<file path="src/rtl/afu_pkg.sv">
// Shared types and widths of the accelerator compute unit
// State encodings, response opcodes and datapath widths

package afu_pkg;

	//////////////////////////////
	// Datapath widths
	//////////////////////////////

	// Job length and response count
	parameter int LENGTH_WIDTH = 16;
	// Data of one memory response
	parameter int DATA_WIDTH   = 32;
	// Each statistics counter
	parameter int STAT_WIDTH   = 32;
	// Return word with bit 0 as the MSB
	parameter int RETURN_WIDTH = 64;
	// Lower part of the return word holds the data sum
	parameter int SUM_WIDTH    = RETURN_WIDTH - LENGTH_WIDTH;

	//////////////////////////////
	// Encodings
	//////////////////////////////

	// Done state machine
	typedef enum logic [2:0] {
		DONE_RESET         = 3'd0,
		DONE_IDLE          = 3'd1,
		DONE_RESET_REQ     = 3'd2,
		DONE_RESET_PENDING = 3'd3,
		DONE_MMIO_REQ      = 3'd4
	} done_state;

	// Job engine
	typedef enum logic [1:0] {
		ENGINE_IDLE = 2'd0,
		ENGINE_RUN  = 2'd1,
		ENGINE_DONE = 2'd2
	} engine_state;

	// Kind of a memory response
	typedef enum logic [1:0] {
		RESP_READ  = 2'd0,
		RESP_WRITE = 2'd1,
		RESP_ERROR = 2'd2
	} resp_kind;

endpackage

</file>
<file path="src/rtl/response_stats_if.sv">
`timescale 1ns/1ps
// Response statistics bundle
// Read, write and error counts plus busy cycles of one job

interface response_stats_if import afu_pkg::*; ();

	// Responses by kind
	logic [STAT_WIDTH-1:0] reads;
	logic [STAT_WIDTH-1:0] writes;
	logic [STAT_WIDTH-1:0] errors;
	// Cycles with a job running
	logic [STAT_WIDTH-1:0] busy_cycles;

	// Side that owns the counters
	modport producer (
		output reads,
		output writes,
		output errors,
		output busy_cycles
	);

	// Side that samples them
	modport consumer (
		input reads,
		input writes,
		input errors,
		input busy_cycles
	);

endinterface

</file>
<file path="src/rtl/job_engine.sv">
`timescale 1ns/1ps
// Job engine of the compute unit
// Counts the responses of one job, sums their data and flags completion

module job_engine import afu_pkg::*; (
	input  logic                    clock,
	input  logic                    rstn,
	input  logic                    soft_rstn,
	input  logic                    job_start,
	input  logic [LENGTH_WIDTH-1:0] job_length,
	input  logic                    resp_valid,
	input  afu_pkg::resp_kind       resp_kind,
	input  logic [DATA_WIDTH-1:0]   resp_data,
	output logic                    cu_done,
	output logic [0:RETURN_WIDTH-1] cu_return,
	output logic                    job_running,
	output logic                    job_busy
);

	engine_state             state;
	logic [LENGTH_WIDTH-1:0] length_q;
	logic [LENGTH_WIDTH-1:0] resp_count;
	logic [SUM_WIDTH-1:0]    data_sum;
	logic [SUM_WIDTH-1:0]    resp_addend;
	logic                    last_resp;

	// Error responses carry no data
	assign resp_addend = (resp_kind == RESP_ERROR) ? '0 : SUM_WIDTH'(resp_data);

	// Response that completes the job
	assign last_resp = resp_valid && ((resp_count + 1'b1) == length_q);

	//////////////////////////////
	// Engine FSM and datapath
	//////////////////////////////

	always_ff @(posedge clock or negedge rstn) begin
		if (!rstn) begin
			state      <= ENGINE_IDLE;
			length_q   <= '0;
			resp_count <= '0;
			data_sum   <= '0;
		end else if (!soft_rstn) begin
			// Soft reset from the done path
			state      <= ENGINE_IDLE;
			length_q   <= '0;
			resp_count <= '0;
			data_sum   <= '0;
		end else begin
			case (state)
				ENGINE_IDLE : begin
					if (job_start) begin
						length_q   <= job_length;
						resp_count <= '0;
						data_sum   <= '0;
						// Empty job finishes at once
						state      <= (job_length == '0) ? ENGINE_DONE : ENGINE_RUN;
					end
				end
				ENGINE_RUN : begin
					if (resp_valid) begin
						resp_count <= resp_count + 1'b1;
						data_sum   <= data_sum + resp_addend;
						if (last_resp)
							state <= ENGINE_DONE;
					end
				end
				ENGINE_DONE : begin
					// Result held until soft reset
					state <= ENGINE_DONE;
				end
				default : begin
					state <= ENGINE_IDLE;
				end
			endcase
		end
	end

	// Count in the upper bits, sum in the lower bits
	assign cu_return   = {resp_count, data_sum};
	assign cu_done     = (state == ENGINE_DONE);
	assign job_running = (state == ENGINE_RUN);
	assign job_busy    = (state != ENGINE_IDLE);

	// Never more responses than asked for
	a_count_in_length : assert property (
		@(posedge clock) disable iff (!rstn)
		resp_count <= length_q
	);

endmodule

</file>
<file path="src/rtl/response_counter.sv">
`timescale 1ns/1ps
// Response statistics of the running job
// Counts responses per kind and cycles spent busy

module response_counter import afu_pkg::*; (
	input  logic                      clock,
	input  logic                      rstn,
	input  logic                      soft_rstn,
	input  logic                      job_running,
	input  logic                      resp_valid,
	input  afu_pkg::resp_kind         resp_kind,
	response_stats_if.producer        stats
);

	logic [STAT_WIDTH-1:0] reads_q;
	logic [STAT_WIDTH-1:0] writes_q;
	logic [STAT_WIDTH-1:0] errors_q;
	logic [STAT_WIDTH-1:0] busy_q;
	logic                  count_en;
	logic [STAT_WIDTH+1:0] resp_total;

	// Strobes outside a job are dropped
	assign count_en = job_running && resp_valid;

	//////////////////////////////
	// Counters
	//////////////////////////////

	always_ff @(posedge clock or negedge rstn) begin
		if (!rstn) begin
			reads_q  <= '0;
			writes_q <= '0;
			errors_q <= '0;
			busy_q   <= '0;
		end else if (!soft_rstn) begin
			reads_q  <= '0;
			writes_q <= '0;
			errors_q <= '0;
			busy_q   <= '0;
		end else begin
			if (job_running)
				busy_q <= busy_q + 1'b1;
			if (count_en) begin
				case (resp_kind)
					RESP_WRITE : writes_q <= writes_q + 1'b1;
					RESP_ERROR : errors_q <= errors_q + 1'b1;
					// Reads and anything unknown
					default    : reads_q  <= reads_q + 1'b1;
				endcase
			end
		end
	end

	assign stats.reads       = reads_q;
	assign stats.writes      = writes_q;
	assign stats.errors      = errors_q;
	assign stats.busy_cycles = busy_q;

	// All responses seen so far
	assign resp_total = {2'b00, reads_q} + {2'b00, writes_q} + {2'b00, errors_q};

	// Total only grows while no soft reset is applied
	a_total_monotonic : assert property (
		@(posedge clock) disable iff (!rstn)
		soft_rstn |=> resp_total >= $past(resp_total)
	);

endmodule

</file>
<file path="src/rtl/soft_reset_ctrl.sv">
`timescale 1ns/1ps
// Soft reset generator
// Stretches the reset request into a low pulse of fixed length

module soft_reset_ctrl #(
	parameter int SOFT_RESET_CYCLES = 4
) (
	input  logic clock,
	input  logic rstn,
	input  logic reset_done,
	output logic soft_rstn
);

	localparam int CNT_WIDTH = $clog2(SOFT_RESET_CYCLES + 1);

	logic                 reset_done_q;
	logic                 reset_req;
	logic [CNT_WIDTH-1:0] pulse_cnt;

	// Request is the falling edge of reset_done
	assign reset_req = reset_done_q && !reset_done;

	always_ff @(posedge clock or negedge rstn) begin
		if (!rstn) begin
			reset_done_q <= 1'b1;
			pulse_cnt    <= '0;
		end else begin
			reset_done_q <= reset_done;
			if (reset_req)
				pulse_cnt <= CNT_WIDTH'(SOFT_RESET_CYCLES);
			else if (pulse_cnt != '0)
				pulse_cnt <= pulse_cnt - 1'b1;
		end
	end

	// Low while the pulse is counting down
	assign soft_rstn = (pulse_cnt == '0);

	// Pulse never outlasts its length
	a_pulse_length : assert property (
		@(posedge clock) disable iff (!rstn)
		!soft_rstn [*SOFT_RESET_CYCLES] |=> soft_rstn
	);

endmodule

</file>
<file path="src/rtl/done_control.sv">
`timescale 1ns/1ps
// Completion control of the compute unit
// Latches results, soft resets the engine and holds the MMIO report until ack

module done_control import afu_pkg::*; (
	input  logic                    clock,
	input  logic                    rstn,
	input  logic                    soft_rstn,
	input  logic                    enabled_in,
	input  logic                    cu_done,
	input  logic [0:RETURN_WIDTH-1] cu_return,
	response_stats_if.consumer      live_stats,
	input  logic                    done_ack,
	output logic                    reset_done,
	output logic                    return_valid,
	output logic [0:RETURN_WIDTH-1] return_done,
	response_stats_if.producer      report_stats
);

	done_state               state;
	done_state               next_state;
	logic                    enabled;
	logic                    soft_sync_1;
	logic                    soft_sync_2;
	logic                    soft_rise;
	logic [0:RETURN_WIDTH-1] return_latched;
	logic [STAT_WIDTH-1:0]   lat_reads;
	logic [STAT_WIDTH-1:0]   lat_writes;
	logic [STAT_WIDTH-1:0]   lat_errors;
	logic [STAT_WIDTH-1:0]   lat_busy;

	//////////////////////////////
	// Soft reset edge
	//////////////////////////////

	// Two stage sync then rising edge
	always_ff @(posedge clock or negedge rstn) begin
		if (!rstn) begin
			soft_sync_1 <= 1'b1;
			soft_sync_2 <= 1'b1;
			soft_rise   <= 1'b0;
		end else begin
			soft_sync_1 <= soft_rstn;
			soft_sync_2 <= soft_sync_1;
			soft_rise   <= soft_sync_1 && !soft_sync_2;
		end
	end

	//////////////////////////////
	// Enable
	//////////////////////////////

	always_ff @(posedge clock or negedge rstn) begin
		if (!rstn)
			enabled <= 1'b0;
		else
			enabled <= enabled_in;
	end

	//////////////////////////////
	// Done FSM
	//////////////////////////////

	// Frozen while disabled
	always_ff @(posedge clock or negedge rstn) begin
		if (!rstn)
			state <= DONE_RESET;
		else if (enabled)
			state <= next_state;
	end

	always_comb begin
		next_state = state;
		case (state)
			DONE_RESET : begin
				next_state = DONE_IDLE;
			end
			DONE_IDLE : begin
				if (cu_done)
					next_state = DONE_RESET_REQ;
			end
			DONE_RESET_REQ : begin
				next_state = DONE_RESET_PENDING;
			end
			DONE_RESET_PENDING : begin
				// Engine cleared so the report can go out
				if (soft_rise)
					next_state = DONE_MMIO_REQ;
			end
			DONE_MMIO_REQ : begin
				if (done_ack)
					next_state = DONE_IDLE;
			end
			default : begin
				next_state = DONE_RESET;
			end
		endcase
	end

	//////////////////////////////
	// Result capture
	//////////////////////////////

	// Tracks live values until the FSM leaves idle
	always_ff @(posedge clock) begin
		if (state == DONE_IDLE) begin
			return_latched <= cu_return;
			lat_reads      <= live_stats.reads;
			lat_writes     <= live_stats.writes;
			lat_errors     <= live_stats.errors;
			lat_busy       <= live_stats.busy_cycles;
		end
	end

	// One low cycle per request
	assign reset_done = !(enabled && (state == DONE_RESET_REQ));

	// MMIO report is zero outside the report state
	assign return_valid             = (state == DONE_MMIO_REQ);
	assign return_done              = return_valid ? return_latched : '0;
	assign report_stats.reads       = return_valid ? lat_reads : '0;
	assign report_stats.writes      = return_valid ? lat_writes : '0;
	assign report_stats.errors      = return_valid ? lat_errors : '0;
	assign report_stats.busy_cycles = return_valid ? lat_busy : '0;

	// Report shown only with the soft reset released
	a_valid_after_reset : assert property (
		@(posedge clock) disable iff (!rstn)
		return_valid |-> soft_rstn
	);

	// Report held steady until the host acks
	a_report_stable : assert property (
		@(posedge clock) disable iff (!rstn)
		(return_valid && !done_ack) |=> (return_valid && $stable(return_done))
	);

endmodule

</file>
<file path="src/rtl/afu_core.sv">
`timescale 1ns/1ps
// Accelerator compute unit top level
// Job engine, response statistics, soft reset and completion report

module afu_core import afu_pkg::*; #(
	parameter int SOFT_RESET_CYCLES = 4
) (
	input  logic                    clock,
	input  logic                    rstn,
	input  logic                    enabled_in,
	// Job control
	input  logic                    job_start,
	input  logic [LENGTH_WIDTH-1:0] job_length,
	// Memory responses
	input  logic                    resp_valid,
	input  afu_pkg::resp_kind       resp_kind,
	input  logic [DATA_WIDTH-1:0]   resp_data,
	// MMIO report
	input  logic                    done_ack,
	output logic                    job_busy,
	output logic                    return_valid,
	output logic [0:RETURN_WIDTH-1] return_done,
	output logic [STAT_WIDTH-1:0]   stat_reads,
	output logic [STAT_WIDTH-1:0]   stat_writes,
	output logic [STAT_WIDTH-1:0]   stat_errors,
	output logic [STAT_WIDTH-1:0]   stat_busy_cycles
);

	logic                    cu_done;
	logic [0:RETURN_WIDTH-1] cu_return;
	logic                    job_running;
	logic                    reset_done;
	logic                    soft_rstn;

	// Live counters and the held report
	response_stats_if live_stats ();
	response_stats_if report_stats ();

	job_engine u_job_engine (
		.clock       (clock),
		.rstn        (rstn),
		.soft_rstn   (soft_rstn),
		.job_start   (job_start),
		.job_length  (job_length),
		.resp_valid  (resp_valid),
		.resp_kind   (resp_kind),
		.resp_data   (resp_data),
		.cu_done     (cu_done),
		.cu_return   (cu_return),
		.job_running (job_running),
		.job_busy    (job_busy)
	);

	response_counter u_response_counter (
		.clock       (clock),
		.rstn        (rstn),
		.soft_rstn   (soft_rstn),
		.job_running (job_running),
		.resp_valid  (resp_valid),
		.resp_kind   (resp_kind),
		.stats       (live_stats.producer)
	);

	soft_reset_ctrl #(
		.SOFT_RESET_CYCLES (SOFT_RESET_CYCLES)
	) u_soft_reset_ctrl (
		.clock      (clock),
		.rstn       (rstn),
		.reset_done (reset_done),
		.soft_rstn  (soft_rstn)
	);

	done_control u_done_control (
		.clock        (clock),
		.rstn         (rstn),
		.soft_rstn    (soft_rstn),
		.enabled_in   (enabled_in),
		.cu_done      (cu_done),
		.cu_return    (cu_return),
		.live_stats   (live_stats.consumer),
		.done_ack     (done_ack),
		.reset_done   (reset_done),
		.return_valid (return_valid),
		.return_done  (return_done),
		.report_stats (report_stats.producer)
	);

	// Report counters out as plain ports
	assign stat_reads       = report_stats.reads;
	assign stat_writes      = report_stats.writes;
	assign stat_errors      = report_stats.errors;
	assign stat_busy_cycles = report_stats.busy_cycles;

endmodule

</file>
<file path="config.mk">
export PLATFORM = sky130hd
export DESIGN_NAME = afu_core
export DESIGN_NICKNAME = d
export VERILOG_FILES = /design/src/rtl/afu_pkg.sv /design/src/rtl/response_stats_if.sv /design/src/rtl/job_engine.sv /design/src/rtl/response_counter.sv /design/src/rtl/soft_reset_ctrl.sv /design/src/rtl/done_control.sv /design/src/rtl/afu_core.sv
export SDC_FILE = /design/constraint.sdc
export NUM_CORES = 1
export LEC_CHECK = 0
export ABC_AREA = 0
export BUFFER_PORTS_ARGS = -buffer_cell sky130_fd_sc_hd__buf_2
export CAP_MARGIN = 20
export CORE_UTILIZATION = 55
export CTS_BUF_LIST = sky130_fd_sc_hd__clkbuf_2
export DETAILED_ROUTE_END_ITERATION = 12
export PLACE_DENSITY = 0.82
export SLEW_MARGIN = 20
export SYNTH_ARGS = -nofsm -noshare
export SYNTH_HDL_FRONTEND = slang
export SYNTH_SLANG_ARGS = --single-unit
</file>
<file path="constraint.sdc">
create_clock -name clock -period 10.9 [get_ports clock]
set_input_delay 1.09 -clock clock [delete_from_list [all_inputs] [get_ports clock]]
set_output_delay 1.09 -clock clock [all_outputs]
set_load 0.01 [all_outputs]
</file>
== Yosys cells after proc, flatten, opt, wreduce, memory -nomap -nowiden ==
Cells that the tools add are included.
W data, S select, Z words.

* Register bits: 413
* Output and inout bits: 194
* Logic and storage cells: 112

* $add $sub $neg: 7
* Equal/unequal tests: 23
* Muxes and demuxes: 40
* Reductions and logical operators: 22

{| class="wikitable"
|+ Operators with widths
! cell !! count
|-
| $mux W32 || 16
|-
| $mux W48 || 3
|-
| $add A32 B1 Y32 const B || 4
|-
| $mux W16 || 6
|-
| $pmux W48 S2 || 1
|-
| $mux W64 || 1
|-
| $add A48 B48 Y48 || 1
|-
| $pmux W16 S2 || 1
|-
| $ne A2 B2 Y1 const B || 9
|-
| $add A16 B1 Y16 const B || 1
|-
| $eq A16 B16 Y1 || 1
|-
| $logic_not A16 Y1 || 1
|-
| $mux W3 || 5
|-
| $pmux W3 S5 || 1
|-
| $ne A3 B3 Y1 const B || 4
|-
| $mux W2 || 5
|-
| $reduce_and A2 Y1 || 4
|-
| $eq A3 B2 Y1 const B || 2
|-
| $logic_not A3 Y1 || 2
|-
| $pmux W2 S3 || 1
|-
| $reduce_and A3 Y1 || 2
|-
| $logic_and A1 B1 Y1 || 5
|-
| $eq A2 B1 Y1 const B || 2
|-
| $eq A2 B2 Y1 const B || 2
|-
| 10 further kinds || 12
|}

== Logic depth before layout (Yosys ltp) ==
Gate-level depths: netlist of the first run.

* Depth after elaboration: 7
* Gate-level depth with buffers: 15
* Depth with buffers taken out: 13

== Cells and area by module ==
A second synthesis of the first run with hierarchy kept.

* Cells, all modules: 1855
* Area, all modules: 20114.3 um2

{| class="wikitable"
|+ Modules (own cells, without submodules)
! module !! times used !! cells each !! area each (um2) !! sequential area each (um2)
|-
| done_control || 1 || 429 || 7394.6 || 5943.2
|-
| response_counter || 1 || 680 || 6456.2 || 3203.1
|-
| job_engine || 1 || 728 || 6060.8 || 2052.0
|-
| soft_reset_ctrl || 1 || 18 || 202.7 || 101.3
|}

== Worst setup path before layout of the first run ==
Ideal clock, no wire load.

* Path kind: register to register
* Start: register u_done_control.state[2]
* End: register u_done_control.lat_busy[0], enable pin
* Library setup time: 0.747 ns
* Arrival time: 8.661 ns
* Data required time: 10.153 ns
* Slack: 1.492 ns
* Cell stages (with the launch flop): 4
* Period minus slack after synthesis: 9.408 ns
* Cells stage by stage: dfrtp_1 -> clkbuf_1 -> nand2b_1 -> nor2_1

* Cells in the longest elaborated chain, start to end: 1

{| class="wikitable"
|+ Ends and longest elaborated chain
! what !! RTL line !! RTL
|-
| start: declaration || done_control.sv:20 || <nowiki>done_state state;</nowiki>
|-
| start signal: assignment || done_control.sv:69 || <nowiki>state <= next_state;</nowiki>
|-
| $eq A3 B1 Y1 || done_control.sv:106 || <nowiki>if (state == DONE_IDLE) begin</nowiki>
|-
| end signal: assignment || done_control.sv:111 || <nowiki>lat_busy <= live_stats.busy_cycles;</nowiki>
|-
| end: declaration || done_control.sv:30 || <nowiki>logic [STAT_WIDTH-1:0] lat_busy;</nowiki>
|}

Every way passes these cells.
A chain may end at the register's enable or synchronous reset.

== Final worst setup path of the first run ==
* Start: register u_done_control.state[2]
* End: output port return_valid

* Cells in the longest elaborated chain, start to end: 1

{| class="wikitable"
|+ Ends and longest elaborated chain
! what !! RTL line !! RTL
|-
| $eq A3 B3 Y1 || done_control.sv:119 || <nowiki>assign return_valid = (state == DONE_MMIO_REQ);</nowiki>
|-
| end: declaration || afu_core.sv:21 || <nowiki>output logic return_valid,</nowiki>
|}

Every way passes these cells.

==> flow_metrics.tcl, run 1 <==
set metrics [dict create \
    synth_cell_type_count 69 \
    grt_pass1_wl_mm 70.9 \
    start_util_pct 55.7 \
    power_density_mw_per_mm2 180 \
    io_pins 250 \
    yosysWarnings 0 \
    worstSetupPathType "flop to output pin" \
    required_ns 9.81 \
    routed_wl_mm 44.5 \
    placeableCoreArea_sq_mm 0.0354 \
    via_per_inst 5.65 \
    final.setup.tns_ns 0 \
    status "complete, no violations" \
    syn_area_sq_mm 0.0197 \
    postSynthAreaPerCell_sq_um 10.7 \
    met1_usage_pct 31.9 \
    wl_per_cell_microns 16.7 \
    worst_pin_slew_ns 1.10 \
    min_period_ns 4.22 \
    top_register "u_done_control.return_latched" \
    htree_levels 3 \
    synth_ff_type "dfrtp_1" \
    netlist_instances 1844 \
    cp-start-kind "flop" \
    post-route-period-util_pct 38.8 \
    slew_headroom_pct 26.4 \
    yosysSeqAreaShare_pct 57.3 \
    hold_path_class "input pin to flop" \
    clk_pin_slew_ns 0.10 \
    hpwl_mm 29.4 \
    hold_start "enabled_in" \
    grt_max_degree 115 \
    root_buffer "clkbuf_2" \
    fin_ws_ns 6.68 \
    slew_viol_final 0 \
    die-width_microns 191 \
    drt_iter0_drc 1038 \
    cts_tree "yes" \
    top_usage_layer "met2" \
    synth_async_sr_flop_share_pct 53.5 \
    place_ws_ns 6.38 \
    dr.pass1.iters 5 \
    rsz0062_at_grt "false" \
    path_buf_inv 3 \
    worstSetupStartpoint "u_done_control.state[2]" \
    drive_gt1_share_pct 20.9 \
    p_leak_nw 10.5 \
    gp_congestion 0.930 \
    die_h_microns 191 \
    clock_path_buffers 3 \
    dieArea_sq_mm 0.0366 \
    ant_nets 0 \
    cts.sinks 413 \
    ir_drop_v 0.000121 \
    met2_usage_pct 39.4 \
    synth_edf_count 192 \
    crit_slowest_cell "dfrtp_4" \
    clkLatencyLatePin_ns 0.97 \
    worstPathCellList "buf_4 > nand2_1 > inv_1 > buf_2" \
    grt_pass1_vias 14400 \
    setup_viol 0 \
    path_max_fanout 114 \
    top_regs "u_done_control.return_latched (64), u_job_engine.data_sum (48)" \
    critPathCaptureType "output pin" \
    io_buffers 249 \
    synth-seq-cells 413 \
    cpLargestDelayFamily "buffers and inverters" \
    final_common_cell "buf_2" \
    finalPower_mw 4.00 \
    antenna_found_initial 2 \
    largest_reg_flops 64 \
    critPathArrivalTime_ns 3.13 \
    fmax_mhz 237 \
    rr_startpoint "u_soft_reset_ctrl.pulse_cnt[0]" \
    grt.overflow.total 0 \
    maxCapViolations 0 \
    cp_slowest_stage_delay_ns 0.86 \
    grt_util_met3_pct 4.66 \
    cts_buffers 101 \
    vias 15000 \
    skew_ns 0.0649 \
    num_rows 69 \
    grtUsageTotal_pct 24.3 \
    mostFrequentLayoutCells "248 x buf_2, 224 x and3_1, 217 x dfrtp_1, 192 x edfxtp_1, 177 x nand2_1" \
    nets 2211 \
    final_hold_viol_count 0 \
    drc_errors 0 \
    syn-num-nets 1946 \
    area_growth_pct 12.8 \
    ctsResizeCount 0 \
]
## power by group
part	internal, mW	switching [mW]	leakage, nW	total (mW)
Clock	0.414	0.615	0.741	1.03
Combinational	0.212	0.638	4.86	0.849
Sequential	2.00	0.122	4.92	2.12
## path summary, 6_finish.rpt
| kind | slack [ns] | cells past startpoint | end |
|---|---|---|---|
| worst max-delay path | 6.68 | 4 | return_valid |
| worst min-delay path | 0.26 | 1 | u_done_control.enabled |
| worst max register to register | 6.80 | 11 | u_response_counter.stats.writes[28] |
| worst min register to register | 0.40 | 0 | u_done_control.soft_sync_2 |
| max in group asynchronous | 7.98 | 4 | u_done_control.state[2] |
| min in group asynchronous | 0.66 | 2 | u_job_engine.data_sum[17] |
## cells in the mapped netlist (all sizes together), types with 6 or more instances
cell type	n	area, sq um
buf	14	78.8
nor4	11	75.1
dfrtp	218	5460
xor2	99	867
o21ai	96	480
o211a	7	70.1
xnor2	60	526
a31oi	6	37.5
nor3	18	100
and2	14	87.6
nand3	74	375
o211ai	8	60.1
clkbuf	86	325
or3	19	120
nand2b	8	50.1
a21oi	83	419
a21o	18	135
ha	45	563
mux2i	7	70.1
and3	225	1410
o31ai	14	105
nor2	168	631
a211oi	9	72.6
inv	31	116
nand4	37	238
nand2	177	664
nor2b	41	257
and4	9	78.8
edfxtp	192	5770
## cell families after synthesis
family                     after synthesis  synth area share [%]
adders and majority gates               46                  2.95
muxes                                    9                 0.469
DFF                                    413                  57.3
buffers and inverters                  131                  2.64
AOI/OAI and AO/OA                      277                  8.62
and+or+nand+nor                        809                  21.0
xor gates and xnor gates               159                  7.06
## metal layers
layer,wire length (microns),part of all wire (%),vias up
met2,21500,48,475
met1,19200,43,7279
li1,-,-,7181
met4,1190,2.7,0
met3,2650,6.0,80
met5,0,0,-
## final cells by class
type / instances / area, sq um
Antenna cell: 2 / 5.00
Clock buffer: 160 / 801
Clock inverter: 30 / 150
Fill cell: 2843 / 13100
Inverter: 31 / 116
Multi-Input combinational cell: 1300 / 7950
Sequential cell: 413 / 11300
Tap cell: 461 / 577
Timing Repair Buffer: 262 / 1360
## metrics by stage
stage	instance area (sq um)	hold WS (ns)	cells	utilization (%)
final	22300	0.258	2659	62.9
after global routing	22300	0.157	2659	62.9
after global placement	21300	0.354	2466	60.1
after floorplan	19700	0.351	1844	-
after CTS	22200	0.129	2657	62.9
after detailed placement	21300	0.356	2466	60.1
## what timing repair did
item,CTS,global route
hold buffers,1,0
setup buffers,0,0
endpoints found under the hold margin,2,0
Note: power is estimated with default switching activity, not from simulation.
==> run 2, diff against run 1 <==
Clock period 10.9 ns to 4.2 ns, I/O delays scaled along.
==> run 2 against run 1 <==
- combinational power rose to 2.7 times the previous value
- cell count rose by 1.9%
- design area rose by 2.6%
- clock power grew to 2.7 times the previous value
- register-to-register slack got worse by 6.0 ns
- worst setup slack lost 6.0 ns
- count of clock-buffer cells in the layout is 18 lower
- via count increased by 1.8%
- die area did not move
- first-iteration DRC count rose by 1.5%
- power increased to 2.6 times the previous value
- critical path type unchanged
==> flow_metrics.tcl, run 2 (synthesized netlist as in run 1, its figures left out) <==
set metrics [dict create \
    io_buffers 249 \
    min_period_ns 3.55 \
    cts.sinks 413 \
    htree_levels 3 \
    post_cts_buffers 0 \
    critPathCaptureType "output pin" \
    start_util_pct 55.7 \
    worst_hold_slack_ns 0.0688 \
    grt_pass1_vias 14800 \
    placeableCoreArea_sq_mm 0.0354 \
    slew_headroom_pct 36.1 \
    ant_nets 0 \
    area_growth_pct 15.7 \
    hpwl_mm 29.6 \
    root_buffer "clkbuf_2" \
    cts_buffers 100 \
    dieArea_sq_mm 0.0366 \
    routed_wl_mm 45.7 \
    vias 15300 \
    rsz0062_at_grt "false" \
    cts_tree "yes" \
    fin_cells 2710 \
    drc_errors 0 \
    clk_pin_slew_ns 0.10 \
    slew_viol_final 0 \
    gp_congestion 0.918 \
    p_leak_nw 10.8 \
    fmax_mhz 282 \
    cp-start-kind "flop" \
    hold_buffers 50 \
    fin_ws_ns 0.649 \
    grt_max_degree 118 \
    final_hold_viol_count 0 \
    drt_iter0_drc 1054 \
    via_per_inst 5.64 \
    path_max_fanout 116 \
    grt_pass1_wl_mm 72.8 \
    cp_slowest_stage_delay_ns 0.98 \
    clock_path_buffers 3 \
    place_ws_ns 0.379 \
    post-route-period-util_pct 84.6 \
    required_ns 3.78 \
    die_h_microns 191 \
    power_density_mw_per_mm2 464 \
    ir_drop_v 0.000326 \
    largest_reg_flops 64 \
    worstSetupPathType "flop to output pin" \
    placedCellCount 2468 \
    nets 2261 \
    final_common_cell "buf_2" \
    ctsResizeCount 0 \
    skew_ns 0.0661 \
    io_pins 250 \
    final.setup.tns_ns 0 \
    grt.overflow.total 0 \
    num_rows 69 \
    antenna_found_initial 1 \
    status "complete, no violations" \
    drive_gt1_share_pct 19.8 \
    maxCapViolations 0 \
    clkLatencyLatePin_ns 0.97 \
    die-width_microns 191 \
    grtUsageTotal_pct 24.9 \
    mostFrequentLayoutCells "248 x buf_2, 224 x and3_1, 217 x dfrtp_1, 192 x edfxtp_1, 177 x nand2_1" \
    wl_per_cell_microns 16.8 \
    dr.pass1.iters 6 \
    critPathArrivalTime_ns 3.13 \
    top_regs "u_done_control.return_latched (64), u_job_engine.data_sum (48)" \
    top_register "u_done_control.return_latched" \
    fin_util_pct 64.5 \
    crit_slowest_cell "dfrtp_4" \
    fillCellCount 2804 \
    hold_path_class "input pin to async pin" \
    regArea_sq_mm 0.0113 \
    worstPathCellList "buf_4 > and3_1 > buf_2" \
    worst_pin_slew_ns 0.958 \
    setup_viol 0 \
    multi_input_area_sq_mm 0.00795 \
]
==> run 2: routing by layer <==
layer  up-vias  track usage [%]  share of wire [%]  wire (microns)
met5         -                0                  0               0
met4         0             11.4                2.8            1260
met3        78             4.81                6.5            2950
met2       522             39.6                 48           21700
met1      7407             33.1                 43           19700
li1       7278                -                  -               -
==> run 2: area by class of cell <==
cell class	instances	area share [%]
Clock buffer	142	3.11
Antenna cell	3	0.0329
Inverter	31	0.510
Timing Repair Buffer	313	8.26
Clock inverter	47	1.27
Multi-Input combinational cell	1300	34.8
Sequential cell	413	49.5
Tap cell	461	2.53
==> run 2: stage by stage <==
| stage | area [sq um] | power, mW |
|---|---|---|
| floorplan | 19700 | 7.02 |
| global placement | 21300 | 7.73 |
| detailed placement | 21300 | 7.83 |
| CTS | 22800 | 10.7 |
| global route | 22800 | 11.2 |
| finish | 22800 | 10.6 |
==> run 2: path summary, 6_finish.rpt <==
kind | endpoint | slack [ns] | startpoint | depth (start not counted)
worst max-delay path | stat_busy_cycles[0] | 0.65 | u_done_control.state[2] | 3
worst min-delay path | u_job_engine.data_sum[16] | 0.07 | rstn | 2
worst max register to register | u_response_counter.stats.writes[30] | 0.81 | u_job_engine.state[1] | 9
worst min register to register | u_done_control.soft_sync_2 | 0.37 | u_done_control.soft_sync_1 | 0
max in group asynchronous | u_response_counter.stats.errors[9] | 3.08 | rstn | 3
min in group clock | u_job_engine.data_sum[12] | 0.13 | resp_data[12] | 5
==> run 2: critical path: cells and delay by family, from the launching register on <==
kind	cells	cell delay, ns
buffers and inverters	2	0.83
flip-flops	1	0.98
AND/OR/NAND/NOR	1	0.33
==> run 2: where the power goes <==
part           switching (mW)  leakage, nW  internal [mW]
Combinational            1.65         5.10          0.625
Sequential              0.344         4.92           5.19
Clock                    1.63        0.730           1.17
Total                    3.62         10.8           6.98
==> run 3, diff against run 2 <==
Settings changed: ABC_AREA 0 to 1.
Clock period 4.2 ns to 3.4 ns, I/O delays scaled along.
==> run 3 against run 2 <==
- area after synthesis up 9.2%
- critical endpoint unchanged
- sequential cell count did not move
- global-route usage up 3.4 points
- sequential share of layout area decreased by 4.3 points
- critical path type unchanged
- wire length rose by 23%
- largest cell class unchanged
- worst setup slack worse by 0.35 ns
==> flow_metrics.tcl, run 3 <==
set metrics [dict create \
    rsz0062_at_grt "false" \
    fin_cells 3618 \
    area_growth_pct 16.0 \
    htree_levels 3 \
    fmax_mhz 323 \
    final_common_cell "inv_1" \
    vias 19200 \
    worstSetupPathType "flop to output pin" \
    synth_common_cells "504 x inv_1, 463 x nor2_1, 440 x nand2_1, 218 x dfrtp_1, 192 x edfxtp_1" \
    worst_pin_slew_ns 0.954 \
    drive_gt1_share_pct 15.8 \
    min_period_ns 3.10 \
    synthTopCellsByArea "edfxtp_1 27%, dfrtp_1 25%, inv_1 8.8%, nor2_1 8.1%, nand2_1 7.7%" \
    worst_hold_slack_ns 0.0951 \
    root_buffer "clkbuf_2" \
    met1_usage_pct 36.3 \
    power_density_mw_per_mm2 574 \
    final.setup.tns_ns 0 \
    synth.top_cell.area_share_pct 26.8 \
    ir_drop_v 0.000672 \
    yosysSeqAreaShare_pct 52.5 \
    hpwl_mm 39.4 \
    ant_nets 0 \
    grt.overflow.total 0 \
    final_hold_viol_count 0 \
    grt_util_met3_pct 4.96 \
    cts_buffers 101 \
    die-width_microns 200 \
    grtUsageTotal_pct 28.3 \
    postSynthAreaPerCell_sq_um 8.17 \
    syn_area_sq_mm 0.0215 \
    required_ns 3.06 \
    place_ws_ns 0.228 \
    syn-num-nets 2739 \
    skew_ns 0.0718 \
    yosysTopAreaCell "edfxtp_1" \
    clock_path_buffers 3 \
    synth.most_common_cell "inv_1" \
    hold_path_class "input pin to flop" \
    p_leak_nw 12.1 \
    start_util_pct 55.7 \
    nets 3116 \
    netlist_instances 2637 \
    placeableCoreArea_sq_mm 0.0386 \
    swShare_pct 38.0 \
    grt_pass1_wl_mm 89.2 \
    grt_pass1_vias 18500 \
    clkLatencyLatePin_ns 1.03 \
    slew_headroom_pct 36.4 \
    num_rows 72 \
    wl_per_cell_microns 15.6 \
    synth_edf_count 192 \
    setup_viol 0 \
    power_switching_mw 5.45 \
    fin_util_pct 64.7 \
    critPathCaptureType "output pin" \
    top_usage_layer "met2" \
    cts.sinks 413 \
    drt_iter0_drc 1330 \
    whs_path_depth 6 \
    combPwrFrac_pct 30.3 \
    cts_tree "yes" \
    routed_wl_mm 56.4 \
    path_max_fanout 78 \
    internal_power_mw 8.89 \
    dieArea_sq_mm 0.0400 \
    top_register "u_done_control.return_latched" \
    die_h_microns 200 \
    via_per_inst 5.30 \
    synth_ff_type "dfrtp_1" \
    grt_max_degree 154 \
    cp-start-kind "flop" \
    clk_pin_slew_ns 0.11 \
    placedCellCount 3364 \
    gp_congestion 0.936 \
    drc_errors 0 \
    fin_ws_ns 0.302 \
    yosysWarnings 0 \
    io_pins 250 \
    met2_usage_pct 48.0 \
    post-route-period-util_pct 91.1 \
    maxCapViolations 0 \
    slew_viol_final 0 \
    synth_async_sr_flop_share_pct 53.5 \
    antenna_found_initial 1 \
    rr_worst_depth 15 \
    seqPwrFrac_pct 46.8 \
    mostFrequentLayoutCells "503 x inv_1, 462 x nor2_1, 439 x nand2_1, 248 x buf_2, 218 x dfrtp_1" \
    critPathArrivalTime_ns 2.76 \
    status "complete, no violations" \
    largest_reg_flops 64 \
    top_regs "u_done_control.return_latched (64), u_job_engine.data_sum (48)" \
    dr.pass1.iters 7 \
    io_buffers 249 \
    fillCellCount 3189 \
    synth-seq-cells 413 \
    synth_cell_type_count 58 \
    clkPwrFrac_pct 22.9 \
]
## run 3: kinds of logic (layout without fill, tap and decap cells)
logic type / Yosys count / in the layout / share of synthesized area, %
xor gates and xnor gates: 18 / 18 / 0.732
other: 0 / 1 / 0
buffers and inverters: 568 / 1029 / 10.1
AOI/OAI and AO/OA: 356 / 356 / 9.10
and+or+nand+nor: 1236 / 1237 / 24.9
adders and majority gates: 46 / 46 / 2.71
DFF: 413 / 413 / 52.5
## run 3: final timing paths
check,start,to,slack [ns]
worst max-delay path,u_done_control.state[2],stat_busy_cycles[0],0.30
min in group asynchronous,rstn,u_response_counter.stats.errors[11],0.56
worst max register to register,u_job_engine.state[1],u_response_counter.stats.writes[15],0.60
worst min register to register,u_done_control.soft_sync_1,u_done_control.soft_sync_2,0.37
worst min-delay path,resp_data[14],u_job_engine.data_sum[14],0.1
max in group asynchronous,rstn,u_response_counter.stats.errors[8],1.48
## run 3: layout make-up
class / count / area (sq um) / share of cell area, %
flip-flops and latches: 413 / 11300 / 45.2
multi-input cells: 1657 / 8120 / 32.5
repair buffers: 329 / 2070 / 8.27
inverters: 512 / 1920 / 7.69
clock buffers: 149 / 746 / 2.98
well taps: 518 / 648 / 2.59
clock inverters: 39 / 185 / 0.741
diodes: 1 / 2.50 / 0.0100
## run 3: power by group through the flow
stage / Sequential, mW / Clock (mW) / Combinational (mW)
6_report: 6.71 / 3.29 / 4.34
5_1_grt: 6.80 / 3.63 / 4.87
4_1_cts: 6.69 / 3.39 / 4.31
3_5_place_dp: 6.80 / 0 / 4.22
3_3_place_gp: 6.76 / 0 / 4.11
2_1_floorplan: 6.77 / 0 / 2.64
## run 3: stage by stage
| step | power (mW) | area [sq um] |
|---|---|---|
| floorplan | 9.41 | 21500 |
| global placement | 10.9 | 23400 |
| detailed placement | 11.0 | 23400 |
| CTS | 14.4 | 25000 |
| global route | 15.3 | 25000 |
| finish | 14.3 | 25000 |
## run 3: repair_timing
item,CTS,global route
endpoints found under the hold margin,241,0
hold buffers,64,0
endpoints found under the setup margin,0,127
resized for setup,0,3
buffers inserted,0,0
## run 3: critical path, cell delays in order, from the launching register on
cell	delay [ns]
dfrtp_1	0.72
nand2_8	0.31
buf_12	0.31
nor2_1	0.20
buf_2	0.17
## run 3: layer usage
metal,routed length (microns),up-vias
li1,-,9309
met1,23700,8967
met2,27300,777
met3,4100,105
met4,1260,0
met5,0,-
